===== config.mk =====
export PLATFORM = sky130hd
export DESIGN_NAME = axi_lite_subsys
export DESIGN_NICKNAME = d
export VERILOG_FILES = /design/src/regfile_pkg.sv /design/src/axi_lite_pkg.sv /design/src/axi_lite_subsys.sv /design/src/axi_lite_regfile.sv /design/src/axi_lite_master.sv
export SDC_FILE = /design/constraint.sdc
export NUM_CORES = 1
export LEC_CHECK = 0
export BUFFER_PORTS_ARGS = -buffer_cell sky130_fd_sc_hd__buf_2
export CAP_MARGIN = 20
export CORE_AREA = 5 5 192 194
export DETAILED_ROUTE_END_ITERATION = 10
export DIE_AREA = 0 0 197 199
export GPL_ROUTABILITY_DRIVEN = 1
export HOLD_SLACK_MARGIN = 0.02
export PLACE_DENSITY = 0.74
export SLEW_MARGIN = 30
export SYNTH_ARGS = -nofsm -noshare
export SYNTH_HDL_FRONTEND = slang
export SYNTH_SLANG_ARGS = --single-unit

===== constraint.sdc =====
create_clock -name clk -period 3.25 [get_ports clk]
set_clock_uncertainty 0.2 [all_clocks]
set_input_delay 0 -clock clk [delete_from_list [all_inputs] [get_ports clk]]
set_output_delay 0 -clock clk [all_outputs]
set_load 0.01 [all_outputs]

===== src/regfile_pkg.sv =====
package regfile_pkg;

    // Word map of the register file
    localparam int NUM_REGS      = 8;
    localparam int REG_IDX_WIDTH = $clog2(NUM_REGS);

    // Read-only words
    localparam logic [REG_IDX_WIDTH-1:0] REG_ID     = 3'd0;
    localparam logic [REG_IDX_WIDTH-1:0] REG_WCOUNT = 3'd7;

    // Identification constant returned by word 0
    localparam logic [31:0] ID_VALUE = 32'h5A1E_0100;

endpackage


===== src/axi_lite_pkg.sv =====
package axi_lite_pkg;

    // Bus geometry
    localparam int ADDR_WIDTH = 32;
    localparam int DATA_WIDTH = 32;
    localparam int STRB_WIDTH = DATA_WIDTH / 8;

    // Width of the BRESP and RRESP fields
    localparam int RESP_WIDTH = 2;

    // Response codes, EXOKAY and DECERR never produced here
    localparam logic [RESP_WIDTH-1:0] RESP_OKAY   = 2'b00;
    localparam logic [RESP_WIDTH-1:0] RESP_SLVERR = 2'b10;

endpackage

===== src/axi_lite_subsys.sv =====
`timescale 1ns/10ps

module axi_lite_subsys (
    input  logic                                clk,
    input  logic                                rst_n,

    input  logic                                write_req,
    input  logic [axi_lite_pkg::ADDR_WIDTH-1:0] write_addr,
    input  logic [axi_lite_pkg::DATA_WIDTH-1:0] write_data,
    input  logic [axi_lite_pkg::STRB_WIDTH-1:0] write_strb,
    output logic                                write_done,
    output logic [axi_lite_pkg::RESP_WIDTH-1:0] write_resp,

    input  logic                                read_req,
    input  logic [axi_lite_pkg::ADDR_WIDTH-1:0] read_addr,
    output logic [axi_lite_pkg::DATA_WIDTH-1:0] read_data,
    output logic [axi_lite_pkg::RESP_WIDTH-1:0] read_resp,
    output logic                                read_done,

    output logic                                busy
);

    import axi_lite_pkg::*;

    // AXI-Lite wires between master and register file
    logic [ADDR_WIDTH-1:0] awaddr;
    logic                  awvalid;
    logic                  awready;
    logic [DATA_WIDTH-1:0] wdata;
    logic [STRB_WIDTH-1:0] wstrb;
    logic                  wvalid;
    logic                  wready;
    logic [RESP_WIDTH-1:0] bresp;
    logic                  bvalid;
    logic                  bready;
    logic [ADDR_WIDTH-1:0] araddr;
    logic                  arvalid;
    logic                  arready;
    logic [DATA_WIDTH-1:0] rdata;
    logic [RESP_WIDTH-1:0] rresp;
    logic                  rvalid;
    logic                  rready;

    axi_lite_master axi_lite_master_i (
        .*
    );

    axi_lite_regfile axi_lite_regfile_i (
        .*
    );

endmodule


===== src/axi_lite_regfile.sv =====
`timescale 1ns/10ps

module axi_lite_regfile (
    input  logic                                clk,
    input  logic                                rst_n,

    input  logic [axi_lite_pkg::ADDR_WIDTH-1:0] awaddr,
    input  logic                                awvalid,
    output logic                                awready,

    input  logic [axi_lite_pkg::DATA_WIDTH-1:0] wdata,
    input  logic [axi_lite_pkg::STRB_WIDTH-1:0] wstrb,
    input  logic                                wvalid,
    output logic                                wready,

    output logic [axi_lite_pkg::RESP_WIDTH-1:0] bresp,
    output logic                                bvalid,
    input  logic                                bready,

    input  logic [axi_lite_pkg::ADDR_WIDTH-1:0] araddr,
    input  logic                                arvalid,
    output logic                                arready,

    output logic [axi_lite_pkg::DATA_WIDTH-1:0] rdata,
    output logic [axi_lite_pkg::RESP_WIDTH-1:0] rresp,
    output logic                                rvalid,
    input  logic                                rready
);

    import axi_lite_pkg::*;
    import regfile_pkg::*;

    logic [DATA_WIDTH-1:0]    regs [NUM_REGS];

    logic [ADDR_WIDTH-1:0]    waddr_q;
    logic                     waddr_held;

    logic                     aw_hs;
    logic                     w_hs;
    logic                     ar_hs;

    logic [REG_IDX_WIDTH-1:0] widx;
    logic [REG_IDX_WIDTH-1:0] ridx;
    logic                     w_in_map;
    logic                     r_in_map;
    logic                     w_allowed;
    logic [DATA_WIDTH-1:0]    rd_word;

    assign aw_hs = awvalid && awready;
    assign w_hs  = wvalid && wready;
    assign ar_hs = arvalid && arready;

    // Word index from address bits 4:2 with all higher bits zero
    assign widx     = waddr_q[REG_IDX_WIDTH+1:2];
    assign ridx     = araddr[REG_IDX_WIDTH+1:2];
    assign w_in_map = (waddr_q[ADDR_WIDTH-1:REG_IDX_WIDTH+2] == '0);
    assign r_in_map = (araddr[ADDR_WIDTH-1:REG_IDX_WIDTH+2] == '0);

    assign w_allowed = w_in_map && (widx != REG_ID) && (widx != REG_WCOUNT);

    // Write address accept
    always_ff @(posedge clk or negedge rst_n) begin
        if (!rst_n) begin
            awready    <= 1'b0;
            waddr_held <= 1'b0;
        end else begin
            awready <= awvalid && !awready && !waddr_held && !bvalid;
            if (aw_hs) begin
                waddr_held <= 1'b1;
            end else if (w_hs) begin
                waddr_held <= 1'b0;
            end
        end
    end

    always_ff @(posedge clk) begin
        if (aw_hs) begin
            waddr_q <= awaddr;
        end
    end

    // Write data accept and response
    always_ff @(posedge clk or negedge rst_n) begin
        if (!rst_n) begin
            wready <= 1'b0;
            bvalid <= 1'b0;
        end else begin
            wready <= wvalid && !wready && waddr_held && !bvalid;
            if (w_hs) begin
                bvalid <= 1'b1;
            end else if (bvalid && bready) begin
                bvalid <= 1'b0;
            end
        end
    end

    always_ff @(posedge clk) begin
        if (w_hs) begin
            bresp <= w_allowed ? RESP_OKAY : RESP_SLVERR;
        end
    end

    // Word 0 holds the ID and word 7 counts accepted writes
    always_ff @(posedge clk or negedge rst_n) begin
        if (!rst_n) begin
            for (int i = 0; i < NUM_REGS; i++) begin
                regs[i] <= '0;
            end
            regs[REG_ID] <= ID_VALUE;
        end else if (w_hs && w_allowed) begin
            for (int b = 0; b < STRB_WIDTH; b++) begin
                if (wstrb[b]) begin
                    regs[widx][8*b +: 8] <= wdata[8*b +: 8];
                end
            end
            regs[REG_WCOUNT] <= regs[REG_WCOUNT] + 1'b1;
        end
    end

    assign rd_word = r_in_map ? regs[ridx] : '0;

    // Read address accept and data return
    always_ff @(posedge clk or negedge rst_n) begin
        if (!rst_n) begin
            arready <= 1'b0;
            rvalid  <= 1'b0;
        end else begin
            arready <= arvalid && !arready && !rvalid;
            if (ar_hs) begin
                rvalid <= 1'b1;
            end else if (rvalid && rready) begin
                rvalid <= 1'b0;
            end
        end
    end

    always_ff @(posedge clk) begin
        if (ar_hs) begin
            rdata <= rd_word;
            rresp <= r_in_map ? RESP_OKAY : RESP_SLVERR;
        end
    end

    a_b_held: assert property (@(posedge clk) disable iff (!rst_n)
        bvalid && !bready |=> bvalid && $stable(bresp));

    a_r_held: assert property (@(posedge clk) disable iff (!rst_n)
        rvalid && !rready |=> rvalid && $stable(rdata) && $stable(rresp));

endmodule


===== src/axi_lite_master.sv =====
`timescale 1ns/10ps

module axi_lite_master (
    input  logic                                clk,
    input  logic                                rst_n,

    output logic [axi_lite_pkg::ADDR_WIDTH-1:0] awaddr,
    output logic                                awvalid,
    input  logic                                awready,

    output logic [axi_lite_pkg::DATA_WIDTH-1:0] wdata,
    output logic [axi_lite_pkg::STRB_WIDTH-1:0] wstrb,
    output logic                                wvalid,
    input  logic                                wready,

    input  logic [axi_lite_pkg::RESP_WIDTH-1:0] bresp,
    input  logic                                bvalid,
    output logic                                bready,

    output logic [axi_lite_pkg::ADDR_WIDTH-1:0] araddr,
    output logic                                arvalid,
    input  logic                                arready,

    input  logic [axi_lite_pkg::DATA_WIDTH-1:0] rdata,
    input  logic [axi_lite_pkg::RESP_WIDTH-1:0] rresp,
    input  logic                                rvalid,
    output logic                                rready,

    input  logic                                write_req,
    input  logic [axi_lite_pkg::ADDR_WIDTH-1:0] write_addr,
    input  logic [axi_lite_pkg::DATA_WIDTH-1:0] write_data,
    input  logic [axi_lite_pkg::STRB_WIDTH-1:0] write_strb,
    output logic                                write_done,
    output logic [axi_lite_pkg::RESP_WIDTH-1:0] write_resp,

    input  logic                                read_req,
    input  logic [axi_lite_pkg::ADDR_WIDTH-1:0] read_addr,
    output logic [axi_lite_pkg::DATA_WIDTH-1:0] read_data,
    output logic [axi_lite_pkg::RESP_WIDTH-1:0] read_resp,
    output logic                                read_done,

    output logic                                busy
);

    typedef enum logic [2:0] {
        ST_IDLE,
        ST_WADDR,
        ST_WDATA,
        ST_WRESP,
        ST_RADDR,
        ST_RDATA
    } state_t;

    state_t state_q;

    logic start_wr;
    logic start_rd;

    // Write has priority, a read in the same cycle is dropped
    assign start_wr = (state_q == ST_IDLE) && write_req;
    assign start_rd = (state_q == ST_IDLE) && !write_req && read_req;

    assign busy = (state_q != ST_IDLE);

    always_ff @(posedge clk or negedge rst_n) begin
        if (!rst_n) begin
            state_q    <= ST_IDLE;
            awvalid    <= 1'b0;
            wvalid     <= 1'b0;
            bready     <= 1'b0;
            arvalid    <= 1'b0;
            rready     <= 1'b0;
            write_done <= 1'b0;
            read_done  <= 1'b0;
        end else begin
            write_done <= 1'b0;
            read_done  <= 1'b0;
            case (state_q)
                ST_IDLE: begin
                    if (start_wr) begin
                        awvalid <= 1'b1;
                        state_q <= ST_WADDR;
                    end else if (start_rd) begin
                        arvalid <= 1'b1;
                        state_q <= ST_RADDR;
                    end
                end
                ST_WADDR: begin
                    if (awvalid && awready) begin
                        awvalid <= 1'b0;
                        wvalid  <= 1'b1;
                        state_q <= ST_WDATA;
                    end
                end
                ST_WDATA: begin
                    if (wvalid && wready) begin
                        wvalid  <= 1'b0;
                        bready  <= 1'b1;
                        state_q <= ST_WRESP;
                    end
                end
                ST_WRESP: begin
                    if (bvalid && bready) begin
                        bready     <= 1'b0;
                        write_done <= 1'b1;
                        state_q    <= ST_IDLE;
                    end
                end
                ST_RADDR: begin
                    if (arvalid && arready) begin
                        arvalid <= 1'b0;
                        rready  <= 1'b1;
                        state_q <= ST_RDATA;
                    end
                end
                ST_RDATA: begin
                    if (rvalid && rready) begin
                        rready    <= 1'b0;
                        read_done <= 1'b1;
                        state_q   <= ST_IDLE;
                    end
                end
                default: begin
                    state_q <= ST_IDLE;
                end
            endcase
        end
    end

    // Request payload, held until the matching handshake
    always_ff @(posedge clk) begin
        if (start_wr) begin
            awaddr <= write_addr;
            wdata  <= write_data;
            wstrb  <= write_strb;
        end
        if (start_rd) begin
            araddr <= read_addr;
        end
    end

    // Results stay valid after the done pulse
    always_ff @(posedge clk) begin
        if (bvalid && bready) begin
            write_resp <= bresp;
        end
        if (rvalid && rready) begin
            read_data <= rdata;
            read_resp <= rresp;
        end
    end

    a_one_addr_phase: assert property (@(posedge clk) disable iff (!rst_n)
        !(awvalid && arvalid));

    a_aw_held: assert property (@(posedge clk) disable iff (!rst_n)
        awvalid && !awready |=> awvalid && $stable(awaddr));

    a_w_held: assert property (@(posedge clk) disable iff (!rst_n)
        wvalid && !wready |=> wvalid && $stable(wdata) && $stable(wstrb));

endmodule


# After elaboration in Yosys (flattened, before gate mapping)
# Index checks and enable logic that the tools add are counted.
# totals
word_cells	155
ram_bits	0
latch_bits	0
mem_bits_ro	0
output_inout_bits	39
memories	0
in_bits	104
regBits	476
# classes
n_mux	55
addsub	1
n_div	0
n_eq_ne	15
bitwise	2
n_shift	0
reduce_logical	46
n_lt_le_gt_ge	3
n_mul	0
# ops
operator	n
$mux W256	7
$bwmux W256	4
$demux W32 S3	4
$bmux W32 S3	1
$mux W32	3
$logic_not A27 Y1	2
$add A32 B1 Y32 const B	1
$mux W24	1
$mux W3	7
$logic_and A1 B1 Y1	20
$mux W1	18
$pmux W3 S6	1
$mux W16	1
$reduce_bool A2 Y1	8
$ne A2 B1 Y1 const B	7
$reduce_and A3 Y1	4
$pmux W1 S2	5
$ge A4 B4 Y1 const B	2
$mux W8	1
$not A3 Y4	2
$logic_not A1 Y1	7
$eq A3 B2 Y1 const B	2
$eq A3 B3 Y1 const B	2
$reduce_and A6 Y1	1
9 further kinds	11

# Depth between registers and ports, before layout
# depth
ltp_word	16
depth_mapped	8
depth_no_buf	6

# Cells and area by module
# Synthesis repeated with hierarchy kept, for this count alone.
# unflattened
hier_cells	1078
area_unflattened_um2	18756.7
# by_module_without_submodules
module	seq_area_each_um2	cells_each	instances	area_each_um2
axi_lite_regfile	8489.4	882	1	14112.3
axi_lite_master	4334.2	196	1	4644.5

# Least setup slack after synthesis
# No wires, ideal clock.
# synth_timing
kind	register to register
from	register axi_lite_master_i.state_q[2]
to	register axi_lite_master_i.awaddr[10] (netlist name) (enable)
t_arrival_ns	2.384
required_ns	2.619
path_stages_with_launch	4
n_path_buf	1
setup_ns	0.431
path_slack_ns	0.235
synth_period_minus_slack_ns	3.015
path_cell_list	dfrtp_1 clkbuf_1 nor2_1 and3_1
# synth_via
elab_chain_len	2
# synth_lines
element	line	text
start, declared	axi_lite_master.sv:54	state_t state_q;
start signal, assigned	axi_lite_master.sv:67	state_q <= ST_IDLE;
start signal, assigned	axi_lite_master.sv:82	state_q <= ST_WADDR;
start signal, assigned	axi_lite_master.sv:85	state_q <= ST_RADDR;
$logic_not A3 Y1	axi_lite_master.sv:60	assign start_wr = (state_q == ST_IDLE) && write_req;
$logic_and A1 B1 Y1	axi_lite_master.sv:60	
named net axi_lite_master_i.start_wr	axi_lite_master.sv:56	logic start_wr;
end signal, assigned	axi_lite_master.sv:133	awaddr <= write_addr;
end, declared	axi_lite_master.sv:7	output logic [axi_lite_pkg::ADDR_WIDTH-1:0] awaddr,
# The timed path passes the listed nets, and every way through them passes these cells.
# A chain may end at the register's enable or synchronous reset.

# Worst setup path in the final report
# layout_timing
from	register axi_lite_regfile_i.waddr_q[12]
to	register axi_lite_regfile_i.regs[65] (netlist name)
# layout_via
elab_chain_len	4
# layout_lines
element	line	text
start, declared	axi_lite_regfile.sv:35	logic [ADDR_WIDTH-1:0] waddr_q;
start signal, assigned	axi_lite_regfile.sv:78	waddr_q <= awaddr;
$logic_not A27 Y1	axi_lite_regfile.sv:56	assign w_in_map = (waddr_q[ADDR_WIDTH-1:REG_IDX_WIDTH+2] == '0);
$logic_and A1 B1 Y1 (2 in series)	axi_lite_regfile.sv:59	assign w_allowed = w_in_map && (widx != REG_ID) && (widx != REG_WCOUNT);
$logic_and A1 B1 Y1	axi_lite_regfile.sv:110	end else if (w_hs && w_allowed) begin
end signal, assigned by index	axi_lite_regfile.sv:113	regs[widx][8*b +: 8] <= wdata[8*b +: 8];
end signal, assigned by index	axi_lite_regfile.sv:116	regs[REG_WCOUNT] <= regs[REG_WCOUNT] + 1'b1;
end, declared	axi_lite_regfile.sv:33	logic [DATA_WIDTH-1:0] regs [NUM_REGS];
# Every way passes these cells.

==> metrics.yaml <==
synth:
  synth.top_cell.area_share: 0.359
  synth_mux_area_frac: 0.215
  synth-seq-area-share: 0.690
  async_flop_share: 0.584
  synth_compound_area_frac: 0.00601
  ys.flop_type: "dfrtp_1"
  synth_simple_gate_area_frac: 0.0559
  synthXorXnorAreaFrac: 0.0148
  synthAdderAreaFrac: 0.000683
  ys_types: 44
  synth_area_leader_cell: "dfrtp_1"
  yosys-top-cells-area: "dfrtp_1, edfxtp_1, mux2_2"
  synth_area_sq_um: 18300
  yosysWarnings: 0
  synth-edff-count: 194
  syn_inst: 1072
  synth_top_family_by_area: "multiplexers"
  ys_seq_elements: 466
  syn_area_per_cell_sq_um: 17.1
finish:
  num_antenna_cells: 0
  final_common_cell: "dfrtp_1"
  syn_to_final_growth_pct: 27.4
  final_design_area_no_fill_sq_um: 23300
  drive_above_1_share: 0.380
  nNetsFinal: 1532
  layout_common_cells: "dfrtp_1, dlygate4sd3_1, edfxtp_1, mux2_2, buf_2"
hold_path:
  hold_class: "primary input to register"
grt:
  track_usage: 0.214
  grt_start_max_net_pins: 82
  grt_pass1_wl_microns: 64500
  antenna_found_initial: 0
  first_global_vias: 11300
  grt-ovfl-total: 0
die:
  dieArea_sq_um: 39200
  core_area_sq_um: 35100
  die_h_microns: 199
  die_w_microns: 197
  std_cell_rows: 69
  ios: 143
  initial_utilization: 0.523
cts:
  insertion_delay_ns: 0.60
  clock-root-buffer: "clkbuf_16"
  cts_setup_buffers: 0
  clk_pin_slew_ns: 0.06
  htree_levels: 2
  cts_hold_buf: 197
  clk_path_buf_depth: 3
  cts_sinks: 466
  cts_resized: 0
  cts_tree: "done"
  cts_buffers: 48
sta:
  finalSetupTns_ns: 0
  fin_crit_sh: 0.874
  fin_crit_ns: 2.84
  fmax_mhz: 352
  tightest_slew_ns: 0.779
  holdWs_ns: 0.155
  rsz0062_at_grt: "false"
  maxSlewViolCount: 0
  hold_violations: 0
  finalSetupViolations: 0
  relSlewSlack: 0.481
route:
  wl_per_cell_microns: 21.1
  vias: 10400
  routed_wl_microns: 40800
  drtPass1Iterations: 4
  via_per_inst: 5.38
  postRouteAntennaNets: 0
  drt_iter0_drc: 478
  drc: 0
pwr:
  p_total_mw: 12.1
  peakVddDrop_mv: 0.551
  total_leakage_power_nw: 9.78
  p_per_area_nw_per_um2: 518
run_status:
  outcome: "completed"
setup_path:
  crit_chain: "nor4_1 > and4_1 > nand4_2 > nor2_2 > mux2_2"
  worstSetupStartpointType: "register"
  end_kind: "register"
  worstPathMaxFanout: 8
  cp_top_family: "simple AND/OR/NAND/NOR gates"
  cp.arrival_ns: 3.09
  crit_type: "register to register"
  cp.required_ns: 3.51
  cpPeakStageDelay_ns: 0.57
  slowest_stage: "and4_1"
  crit_buf_inv: 0
placed_design:
  io_buffers: 136
  dp_hpwl_microns: 23700
  placed_cell_area_sq_um: 19700
  gp_congestion: 0.776
job:
  maxCapViolCount: 0
[power breakdown]
group	internal (mW)	switching, mW
Combinational	0.207	0.130
Clock	3.33	2.32
Sequential	6.12	0
[tightest hold or removal path, delay by kind of cell]
family	cells	cell delay [ns]
buf+inv	2	0.70
compound gates	2	0.19
[sequential cells by signal, indices dropped and copies added (netlist names), 3 cells and up]
signal	flops
axi_lite_regfile_i.regs	256
axi_lite_master_i.read_data	32
axi_lite_master_i.wdata	32
axi_lite_regfile_i.rdata	32
axi_lite_master_i.araddr	30
axi_lite_master_i.awaddr	30
axi_lite_regfile_i.waddr_q	30
axi_lite_master_i.wstrb	4
axi_lite_master_i.state_q	3
[layer usage]
layer / wire [microns] / GRT usage / vias up
li1: - / - / 4689
met3: 2120 / 0.0430 / 64
met4: 901 / 0.0639 / 0
met5: 0 / 0 / -
met1: 17300 / 0.285 / 5371
met2: 20400 / 0.361 / 250
[area by class of cell]
| class | count | area, sq um |
|---|---|---|
| timing repair buffer | 371 | 3070 |
| sequential | 466 | 12600 |
| multi-input combinational | 529 | 5370 |
| fill | 2338 | 11700 |
| inverter | 11 | 43.8 |
| clock buffer | 58 | 1290 |
| tap | 461 | 577 |
| clock inverter | 32 | 352 |
[stage by stage]
| stage | utilization | cells | worst slack (ns) |
|---|---|---|---|
| floorplan | - | 1073 | 0.235 |
| CTS | 0.666 | 1928 | 0.381 |
| global placement | 0.562 | 1641 | 0.478 |
| detailed placement | 0.562 | 1641 | 0.426 |
| global route | 0.666 | 1928 | 0.258 |
| finish | 0.666 | 1928 | 0.410 |
[synthesized netlist by cell type (2+ instances only)]
cell type and number:
a21o_1 2, mux4_2 64, nand4_1 12, and3_1 10, nor4_1 17, nand4_2 4, xor2_1 15, or3b_2 3
nand3_1 10, dfstp_2 9, xnor2_1 16, nor2_1 52, buf_2 6, nand3b_1 3, nor2b_1 2, o21ai_0 6
mux2i_1 33, nand2_1 19, nand2b_1 2, inv_1 9, buf_4 4, nor2_2 24, a21oi_1 10, mux2_2 192
and4_1 3, clkbuf_1 53, dfrtp_1 263, buf_1 3, nor3_1 13, edfxtp_1 194, and2_1 3, nor3b_1 3
nor4_2 2
[final timing paths]
kind / startpoint / to / slack, ns / cells after the start
hold / removal: write_req / axi_lite_master_i.awvalid / 0.15 / 4
setup reg to reg: axi_lite_regfile_i.waddr_q[12] / axi_lite_regfile_i.regs[65] / 0.41 / 5
min in group asynchronous: rst_n / axi_lite_regfile_i.regs[254] / 0.38 / 3
hold reg to reg: axi_lite_regfile_i.regs[241] / axi_lite_regfile_i.regs[241] / 0.15 / 0
setup / recovery: axi_lite_regfile_i.waddr_q[12] / axi_lite_regfile_i.regs[65] / 0.41 / 5
max in group asynchronous: rst_n / axi_lite_regfile_i.regs[199] / 1.96 / 4
[kinds of logic after synthesis]
logic type | Yosys count
other cells | 1
mux | 289
compound gates | 20
fa+ha+maj | 1
xor+xnor | 31
buf+inv | 78
simple gates | 186
flops | 466
Note: power is estimated with default switching activity, not from simulation.
